==> src/rv64_pkg.sv <==
`default_nettype none

package rv64_pkg;

  // Integer register file geometry
  localparam int dword_width_lp    = 64;
  localparam int reg_addr_width_lp = 5;

  // Shift amounts use the low six bits of rs2 on RV64
  localparam int shamt_width_lp    = 6;

  typedef logic [dword_width_lp-1:0]    dword_t;
  typedef logic [reg_addr_width_lp-1:0] reg_addr_t;

  // Hard-wired zero register
  localparam reg_addr_t x0_addr_lp = '0;

endpackage

`default_nettype wire

==> src/calc_pkg.sv <==
`default_nettype none

package calc_pkg;

  // Cycles from the reservation register until each pipe's result is valid
  localparam int int_latency_lp = 1;
  localparam int mul_latency_lp = 3;

  // Completion stages after the reservation slot, the last one is writeback
  localparam int comp_stages_lp = 4;

  // Dispatch edge to writeback output
  localparam int wb_latency_lp  = 4;

  typedef enum logic [3:0]
  {
    op_add = 4'd0,
    op_sub = 4'd1,
    op_and = 4'd2,
    op_or  = 4'd3,
    op_xor = 4'd4,
    op_sll = 4'd5,
    op_srl = 4'd6,
    op_slt = 4'd7,
    op_mul = 4'd8
  } alu_op_e;

  // Per-stage bookkeeping carried alongside the result word
  typedef struct packed
  {
    logic                valid;
    logic                poison;
    logic                is_mul;
    logic                irf_w;
    rv64_pkg::reg_addr_t rd_addr;
  } stage_meta_s;

endpackage

`default_nettype wire

==> src/completion_pipe.sv <==
`timescale 1ns/1ps
`default_nettype none

module completion_pipe
  (input  wire                                             clk_i,
   input  wire                                             arst_n_i,
   input  logic                                            dispatch_v_i,
   input  calc_pkg::alu_op_e                               dispatch_op_i,
   input  rv64_pkg::reg_addr_t                             dispatch_rd_addr_i,
   input  logic                                            dispatch_irf_w_i,
   input  logic                                            flush_i,
   input  rv64_pkg::dword_t                                int_data_i,
   input  rv64_pkg::dword_t                                mul_data_i,
   output logic                [calc_pkg::comp_stages_lp:1] fwd_v_o,
   output rv64_pkg::reg_addr_t [calc_pkg::comp_stages_lp:1] fwd_rd_addr_o,
   output rv64_pkg::dword_t    [calc_pkg::comp_stages_lp:1] fwd_data_o,
   output logic                                            wb_v_o,
   output rv64_pkg::reg_addr_t                             wb_rd_addr_o,
   output rv64_pkg::dword_t                                wb_rd_data_o
  );

  // Index 0 is the reservation slot, the last index is the writeback register
  calc_pkg::stage_meta_s meta_r [0:calc_pkg::comp_stages_lp];
  calc_pkg::stage_meta_s meta_n [0:calc_pkg::comp_stages_lp];

  // Stage 1 data comes straight from the registered ALU output
  rv64_pkg::dword_t data_r     [calc_pkg::int_latency_lp+1:calc_pkg::comp_stages_lp];
  rv64_pkg::dword_t stage_data [1:calc_pkg::comp_stages_lp];

  logic live;

  always_comb
  begin
    meta_n[0].valid   = dispatch_v_i;
    meta_n[0].poison  = flush_i;
    meta_n[0].is_mul  = (dispatch_op_i == calc_pkg::op_mul);
    meta_n[0].irf_w   = dispatch_irf_w_i;
    meta_n[0].rd_addr = dispatch_rd_addr_i;
    for (int k = 1; k <= calc_pkg::comp_stages_lp; k++)
    begin
      meta_n[k] = meta_r[k-1];
      // Whatever is entering writeback on a flush edge still retires
      if (k < calc_pkg::wb_latency_lp)
      begin
        meta_n[k].poison = meta_r[k-1].poison | flush_i;
      end
    end
  end

  always_ff @(posedge clk_i or negedge arst_n_i)
  begin
    if (!arst_n_i)
    begin
      for (int k = 0; k <= calc_pkg::comp_stages_lp; k++)
      begin
        meta_r[k] <= '0;
      end
    end
    else
    begin
      for (int k = 0; k <= calc_pkg::comp_stages_lp; k++)
      begin
        meta_r[k] <= meta_n[k];
      end
    end
  end

  always_comb
  begin
    stage_data[calc_pkg::int_latency_lp] = int_data_i;
    for (int k = calc_pkg::int_latency_lp + 1; k <= calc_pkg::comp_stages_lp; k++)
    begin
      stage_data[k] = data_r[k];
    end
    if (meta_r[calc_pkg::mul_latency_lp].is_mul)
    begin
      stage_data[calc_pkg::mul_latency_lp] = mul_data_i;
    end
  end

  always_ff @(posedge clk_i)
  begin
    for (int k = calc_pkg::int_latency_lp + 1; k <= calc_pkg::comp_stages_lp; k++)
    begin
      data_r[k] <= stage_data[k-1];
    end
  end

  // rd_addr reads x0 for dead stages so the bypass can spot pending ones
  always_comb
  begin
    for (int k = 1; k <= calc_pkg::comp_stages_lp; k++)
    begin
      live             = meta_r[k].valid & ~meta_r[k].poison & meta_r[k].irf_w;
      fwd_v_o[k]       = live & (meta_r[k].is_mul ? (k >= calc_pkg::mul_latency_lp)
                                                  : (k >= calc_pkg::int_latency_lp));
      fwd_rd_addr_o[k] = live ? meta_r[k].rd_addr : rv64_pkg::x0_addr_lp;
      fwd_data_o[k]    = stage_data[k];
    end
  end

  assign wb_v_o       = meta_r[calc_pkg::wb_latency_lp].valid
                        & ~meta_r[calc_pkg::wb_latency_lp].poison
                        & meta_r[calc_pkg::wb_latency_lp].irf_w
                        & (meta_r[calc_pkg::wb_latency_lp].rd_addr != rv64_pkg::x0_addr_lp);
  assign wb_rd_addr_o = meta_r[calc_pkg::wb_latency_lp].rd_addr;
  assign wb_rd_data_o = data_r[calc_pkg::wb_latency_lp];

  // A flush leaves the next wb_latency_lp writeback slots empty
  a_flush_kills_younger : assert property (@(posedge clk_i) disable iff (!arst_n_i)
    flush_i |=> ##1 (!wb_v_o) [*calc_pkg::wb_latency_lp])
    else $error("completion_pipe: flushed instruction reached writeback");

endmodule

`default_nettype wire

==> config.mk <==
export PLATFORM = sky130hd
export DESIGN_NAME = completion_pipe
export DESIGN_NICKNAME = d
export VERILOG_FILES = /design/src/rv64_pkg.sv /design/src/calc_pkg.sv /design/src/completion_pipe.sv
export SDC_FILE = /design/constraint.sdc
export NUM_CORES = 1
export LEC_CHECK = 0
export BUFFER_PORTS_ARGS = -buffer_cell sky130_fd_sc_hd__buf_4
export CAP_MARGIN = 40
export CORE_AREA = 5 5 188 190
export CTS_CLUSTER_SIZE = 40
export DETAILED_ROUTE_END_ITERATION = 7
export DIE_AREA = 0 0 193 195
export HOLD_SLACK_MARGIN = 0.02
export SYNTH_ARGS = -nofsm -noshare
export SYNTH_HDL_FRONTEND = slang
export SYNTH_SLANG_ARGS = --single-unit
==> constraint.sdc <==
create_clock -name clk_i -period 3.3 [get_ports clk_i]
set_input_delay 0.495 -clock clk_i [delete_from_list [all_inputs] [get_ports clk_i]]
set_output_delay 0.495 -clock clk_i [all_outputs]
set_load 0.02 [all_outputs]
# Yosys cells after proc, flatten, opt, wreduce, memory -nomap -nowiden
# Memories as Yosys holds them, arrays and structs flattened.
# Index checks and enable logic that the tools add are counted.
[classes]
n_mul = 0
n_reduce_logical = 1
magnitude_cmp = 0
muxes = 7
div = 0
n_addsub = 0
n_bitwise = 18
shifts = 0
n_eq_ne = 1
[op_table]
columns = ["op", "count"]
rows = [
  ["64-bit 2-to-1 mux", 1],
  ["5-bit 2-to-1 mux", 4],
  ["1-bit bitwise AND", 11],
  ["5-bit nonzero test", 1],
  ["4-bit equality test (second input constant)", 1],
  ["1-bit NOT", 4],
  ["1-bit bitwise OR", 3],
  ["1-bit 2-to-1 mux", 2],
]
[word_totals]
register_bits = 44
mem_count = 1
out_inout_bits = 350
inputBits = 142
latchBits = 0
rom_bits = 0
mem_bits_rw = 192
[mem_list]
columns = ["memory", "depth", "width", "rd", "rd_ports_with_merged_regs", "write_ports", "line", "text"]
rows = [
  ["data_r", 3, 64, 3, 0, 3, "completion_pipe.sv:27", "rv64_pkg::dword_t data_r [calc_pkg::int_latency_lp+1:calc_pkg::comp_stages_lp];"],
]

# Longest topological paths before layout
# Gate-level depths: netlist of run 1.
[depth]
ltp_word = 4
ltp_mapped = 3
ltp_nobuf = 2

# Worst setup path before layout of run 1
# Ideal clock, no wire load.
[synth_path]
kind = "register -> output"
from = "register meta_r, in the netlist wb_rd_addr_o[2]"
to = "output port wb_v_o"
path_slack_ns = 1.699
path_stages_with_launch = 3
arrival_time_ns = 1.106
required_time_ns = 2.805
path_cell_list = "dfrtp_1 -> or4_1 -> o21a_1"
[synth_between]
elab_chain_len = 2
[synth_rtl]
columns = ["element", "line", "text"]
rows = [
  ["start: declaration", "completion_pipe.sv:23", "calc_pkg::stage_meta_s meta_r [0:calc_pkg::comp_stages_lp];"],
  ["start signal: indexed assignment", "completion_pipe.sv:63", "meta_r[k] <= meta_n[k];"],
  ["5-bit nonzero test", "completion_pipe.sv:105", "& (meta_r[calc_pkg::wb_latency_lp].rd_addr != rv64_pkg::x0_addr_lp);"],
  ["1-bit bitwise AND", "completion_pipe.sv:105", ""],
  ["end: declaration", "completion_pipe.sv:17", "output logic wb_v_o,"],
]
# No other way between the ends.

==> results of run 1 <==
power by group through the flow:
stage	clock (uW)	combinational (uW)	sequential, uW
after floorplan	0	411	3250
after global placement	0	964	3180
after detailed placement	0	962	3180
after CTS	2800	965	3120
after global routing	2920	998	3130
final	2700	950	3120
flip-flops by register name, summed over array words and instances, names as in the netlist:
signal / cells
data_r: 192
meta_n: 33
meta_r: 6
wb_rd_addr_o: 5
cells in the final DEF (no fill, tap or decap), types with 2 or more instances in the layout:
| cell type | instances |
|---|---|
| and2_1 | 19 |
| and3b_1 | 4 |
| buf_4 | 491 |
| bufinv_16 | 2 |
| clkbuf_1 | 4 |
| clkbuf_16 | 25 |
| clkbuf_8 | 4 |
| clkinv_1 | 4 |
| clkinv_2 | 4 |
| dfrtp_1 | 43 |
| dfxtp_1 | 192 |
| mux2_2 | 64 |
| nor2b_1 | 2 |
| or2_2 | 3 |
metal layers:
layer / vias up / share of wire / GRT usage
li1: 2156 / - / -
met1: 2093 / 0.36 / 0.1221
met2: 314 / 0.49 / 0.2002
met3: 38 / 0.12 / 0.04750
met4: 4 / 0.026 / 0.03095
met5: - / 0.0012 / 0
cell families (layout without fill, tap and decap cells):
kind of cell / Yosys count / in the layout / synth area share
DFF: 236 / 236 / 0.7098
buffers and inverters: 142 / 537 / 0.1557
muxes: 64 / 64 / 0.1034
and+or+nand+nor: 31 / 31 / 0.02999
AOI/OAI and AO/OA: 1 / 1 / 0.001078
final cells by class:
cell class                 instances  area [um2]  area share
timing repair buffer             493        3716      0.3390
clock inverter                    11       103.9    0.009474
clock buffer                      33       695.7     0.06346
multi-input combinational         96       937.1     0.08549
sequential                       236        4949      0.4514
tap                              448       560.5     0.05114
stage by stage:
| step | hold slack [ps] | instance area [um2] | power (uW) | worst slack, ps |
|---|---|---|---|---|
| 2_1_floorplan | 199.4 | 6967 | 3664 | 1699 |
| 6_report | 73.10 | 10960 | 6769 | 655.6 |
| 3_5_place_dp | 335.5 | 10150 | 4141 | 1180 |
| 5_1_grt | 36.33 | 10960 | 7056 | 539.7 |
| 4_1_cts | 35.86 | 10960 | 6886 | 588.2 |
| 3_3_place_gp | 331.5 | 10150 | 4141 | 1188 |
final timing paths:
| check | startpoint | to | slack, ps | cells past startpoint |
|---|---|---|---|---|
| max | meta_n[6]$_DFF_PN0_ | fwd_data_o[165] | 660 | 3 |
| min | dispatch_irf_w_i | meta_n[32]$_DFF_PN0_ | 70 | 1 |
| max reg2reg | meta_n[6]$_DFF_PN0_ | data_r[4][5]$_DFF_P_ | 1710 | 2 |
| min reg2reg | meta_n[35]$_DFF_PN0_ | meta_n[26]$_DFF_PN0_ | 340 | 0 |
| max in group asynchronous | arst_n_i | meta_n[6]$_DFF_PN0_ | 2370 | 2 |
| min in group asynchronous | arst_n_i | meta_n[31]$_DFF_PN0_ | 510 | 2 |
worst max-delay path: cells and delay by family, from the launching register on:
kind | cells | cell delay (ps)
flip-flops | 1 | 750
buffers and inverters | 2 | 460
multiplexers | 1 | 390
==> flow_summary.yaml, run 1 <==
route:
  drc_errors: 0
  ant_nets: 0
  drt-pass1-iter-count: 4
  drt-vias-per-instance: 3.497
  wl_per_cell_um: 17.72
  drt_iter0_drc: 61
  dr_total_vias: 4605
  wl_mm: 23.34
final_layout:
  diodes: 0
  syn_to_final_growth_pct: 57.35
  final_cell_count_no_fill: 1317
  utilization: 0.3294
  fillers: 3253
  nets: 994
  drive_above_1_share: 0.6870
logic_synthesis:
  yosysTopAreaCell: "dfxtp_1"
  synth_edf_count: 0
  netlist_area_mm2: 0.006967
  seq_area_frac_synth: 0.7098
  yosys_most_used_dff: "dfxtp_1"
  ys_ff_latch: 236
  synth_most_common_cell: "dfxtp_1"
  synth_commonest_cells: "dfxtp_1, buf_4, mux2_2"
  syn_inst: 474
  synth.net_count: 616
  ys_async_sr_fraction: 0.1864
  ys_top_cells_by_area: "dfxtp_1, dfrtp_1, buf_4"
  netlist.area_leader.share: 0.5517
  ys_types: 14
  syn_area_per_cell_um2: 14.70
  yosys_warnings: 0
timing:
  max_freq_mhz: 378.2
  tightest_slew_ps: 554.6
  slew_viol_final: 0
  setup_viol: 0
  hold_violations: 0
  maxSlewHeadroom: 0.6303
  fin_crit_ps: 2644
  fin_crit_sh: 0.8013
  timing.setup.tns_ps: 0
  rsz0062_at_grt: "false"
  finClkSkew_ps: 17.83
global_routing:
  gr-total-overflow: 0
  grt_first_pass_wirelength_mm: 31.94
  grt_max_degree: 45
  antenna_found_initial: 2
  grtUsageTotal: 0.1125
  first_global_vias: 4969
cts:
  cts_tree: "done"
  clkSinkCount: 236
  cts_root_buf: "clkbuf_16"
  htreeDepth: 1
  ctsHoldBuffers: 1
  cts_buffers: 25
  clk_path_buf_depth: 3
  cts_resized: 0
  clkTransAtPathRegs_ps: 60
  cts_setup_buffers: 0
  clk_latency_ps: 520
power:
  switching_share: 0.2478
  combPwrFrac: 0.140
  seqPwrFrac: 0.460
  p_leak_uw: 0.005254
  internal_power_uw: 5092
  p_sw_uw: 1677
  power_density_mw_per_mm2: 617.5
  peakVddDrop_mv: 0.3773
  power_frac_clock: 0.399
die:
  rows: 67
  fp.dieArea_mm2: 0.03764
  die_h_um: 195
  ios: 492
  core_mm2: 0.03328
  start_util: 0.2093
  die_w_um: 193
setup_path:
  path_class: "reg2out"
  slowest_delay_ps: 750
  crit_path_cell_trace: "buf_12 -> mux2_2 -> buf_4"
  endpoint_kind: "output pin"
  start_kind: "flop"
  worst-path-max-fanout: 33
  slowest_stage: "dfrtp_4"
  crit_arrival_ps: 2150
  worst-endpoint-required_ps: 2800
placement:
  dp_cells: 1272
  place.gp.congestion: 0.8039
  hpwl_mm: 19.15
  portBuffers: 491
flow_run:
  maxCapViolations: 0
min_path:
  hp-class: "in2reg"
run_status:
  status: "finished, final reports clean"
Note: power is estimated with default switching activity, not from simulation.
==> inputs of run 2 (changes only) <==
Settings changed: ABC_AREA from default to 1, CORE_AREA 5 5 188 190 to 5 5 189 191, DIE_AREA 0 0 193 195 to 0 0 194 196.
Clock period 3.3 ns to 2.45 ns, I/O delays scaled along.
==> run 2 against run 1 <==
Net effect:
- non-clock buffer count is 90 higher
- power up 43%
- critical path type unchanged
- area after synthesis up 6.9%
- sequential power rose by 35%
- clock skew decreased by 5.1 ps
- via count grew 23%
==> flow_summary.yaml, run 2 <==
run_status:
  status: "finished, final reports clean"
min_path:
  hold_end: "data_r[4][8]$_DFF_P_"
  worstHoldStart: "mul_data_i[8]"
  hp-class: "in2reg"
  min_path_cells: 3
final_layout:
  syn_to_final_growth_pct: 65.49
  diodes: 0
  drive_above_1_share: 0.5490
  final_common_cell: "buf_4"
  utilization: 0.3630
  final_cell_mix: "buf_4, dfxtp_1, inv_1"
  nets: 1245
  fillers: 3338
  top_register: "data_r"
  largest_register_ffs: 192
  final_cell_count_no_fill: 1577
cts:
  cts_tree: "done"
  htreeDepth: 1
  clkSinkCount: 236
  clk_path_buf_depth: 3
  cts_root_buf: "clkbuf_16"
  clkTransAtPathRegs_ps: 60
  cts_resized: 0
  cts_buffers: 26
  clk_latency_ps: 520
global_routing:
  grt_first_pass_wirelength_mm: 36.98
  antenna_found_initial: 0
  grtUsageTotal: 0.1238
  grt_max_degree: 45
  first_global_vias: 5944
  gr-total-overflow: 0
logic_synthesis:
  yosys_warnings: 0
  synth_edf_count: 0
  ys_types: 15
  synth.net_count: 782
  yosysTopAreaCell: "dfxtp_1"
  netlist_area_mm2: 0.007447
  muxShareOfSynthArea: 0
  ys_top_cells_by_area: "dfxtp_1, dfrtp_1, buf_4"
  syn_area_per_cell_um2: 11.64
  yosys_most_used_dff: "dfxtp_1"
  netlist.area_leader.share: 0.5161
  synth_most_common_cell: "dfxtp_1"
  synth-simple-area-share: 0.05326
  synth_fa_ha_area_frac: 0
  ys_ff_latch: 236
  synth-xor-area-share: 0
  synth_commonest_cells: "dfxtp_1, buf_4, inv_1"
  seq_area_frac_synth: 0.6640
  ys_async_sr_fraction: 0.1864
  synth_top_family_by_area: "buffers and inverters"
  syn_inst: 640
  synth-compound-area-share: 0.07527
placement:
  portBuffers: 491
  hpwl_mm: 20.42
  place.gp.congestion: 0.8756
  dp_cells: 1451
route:
  ant_nets: 0
  wl_per_cell_um: 16.54
  wl_mm: 26.08
  drt-pass1-iter-count: 4
  dr_total_vias: 5678
  drt-vias-per-instance: 3.601
  drc_errors: 0
  drt_iter0_drc: 132
power:
  power_frac_clock: 0.414
  combPwrFrac: 0.153
  p_sw_uw: 2469
  peakVddDrop_mv: 0.4994
  power_density_mw_per_mm2: 787.3
  internal_power_uw: 7234
  p_leak_uw: 0.006137
  seqPwrFrac: 0.433
  power_uw: 9703
  switching_share: 0.2544
flow_run:
  maxCapViolations: 0
timing:
  rsz0062_at_grt: "false"
  max_freq_mhz: 457.4
  setup_viol: 0
  timing.setup.tns_ps: 0
  finClkSkew_ps: 12.69
  fin_crit_ps: 2186
  holdWs_ps: 55.83
  tightest_slew_ps: 538.2
  maxSlewHeadroom: 0.6412
  hold_violations: 0
  slew_viol_final: 0
  fin_crit_sh: 0.8923
setup_path:
  crit_arrival_ps: 1820
  start_kind: "flop"
  crit_path_cell_trace: "buf_12 -> nand2_1 -> o21ai_2 -> buf_4"
  ff2ff_setup_slack_ps: 1250
  endpoint_kind: "output pin"
  reg2reg_to: "data_r[4][40]$_DFF_P_"
  reg2reg_depth: 3
  path_class: "reg2out"
  slowest_stage: "dfrtp_4"
  worst-path-max-fanout: 29
  slowest_delay_ps: 680
  r2r_start: "meta_n[6]$_DFF_PN0_"
  worst-endpoint-required_ps: 2080
die:
  ios: 492
  rows: 68
  die_h_um: 196
  fp.dieArea_mm2: 0.03802
  core_mm2: 0.03395
  start_util: 0.2194
  die_w_um: 194
[run 2: final cells by class]
cell class	instances	area, um2	area share
well taps	455	569.3	0.04619
flip-flops and latches	236	4949	0.4015
clock buffers	41	808.3	0.06558
clock inverters	6	90.09	0.007310
inverters	91	341.6	0.02772
repair buffers	583	4609	0.3740
multi-input cells	165	957.2	0.07767
[run 2: power groups by stage]
stage	Sequential, uW	Clock (uW)	Combinational [uW]
final	4200	4010	1490
after global routing	4230	4290	1560
after CTS	4210	4150	1490
after detailed placement	4290	0	1390
after global placement	4280	0	1390
after floorplan	4390	0	611
[run 2: worst max-delay path by stage]
stage | depth (start not counted) | end | slack [ps] | from
floorplan | 3 | fwd_rd_addr_o[10] | 930 | meta_n[7]$_DFF_PN0_
global placement | 4 | fwd_data_o[158] | 660 | meta_n[6]$_DFF_PN0_
detailed placement | 4 | fwd_data_o[168] | 620 | meta_n[6]$_DFF_PN0_
CTS | 4 | fwd_data_o[168] | 40 | meta_n[6]$_DFF_PN0_
global route | 4 | fwd_data_o[168] | 130 | meta_n[6]$_DFF_PN0_
finish | 4 | fwd_data_o[168] | 260 | meta_n[6]$_DFF_PN0_
[run 2: per-layer routing]
| layer | vias to the layer above | global-route usage | share of wire |
|---|---|---|---|
| met5 | - | 0 | 0 |
| met3 | 45 | 0.03314 | 0.076 |
| met4 | 0 | 0.04219 | 0.031 |
| li1 | 2734 | - | - |
| met1 | 2643 | 0.1513 | 0.40 |
| met2 | 256 | 0.2119 | 0.50 |
[run 2: repair_timing]
item,4_1_cts,5_1_grt
hold endpoints to repair,120,0
buffers inserted,0,1
hold buffers,78,0
endpoints found under the setup margin,0,7
[run 2: critical path: cells and delay by family (launching register included)]
kind / cells / cell delay [ps]
simple gates: 1 / 100
flops: 1 / 680
buf+inv: 2 / 410
compound gates: 1 / 80
[run 2: cell families (layout without fill, tap and decap cells)]
group           count (synthesis)  after routing
compound gates                 64             64
buf+inv                       239            721
flops                         236            236
simple gates                  101            101
[run 2: stage by stage]
stage,setup WS [ps],instance area (um2)
detailed placement,622.3,10630
finish,263.8,12320
floorplan,927.2,7447
global route,130.1,12320
global placement,656.6,10630
CTS,44.62,12300
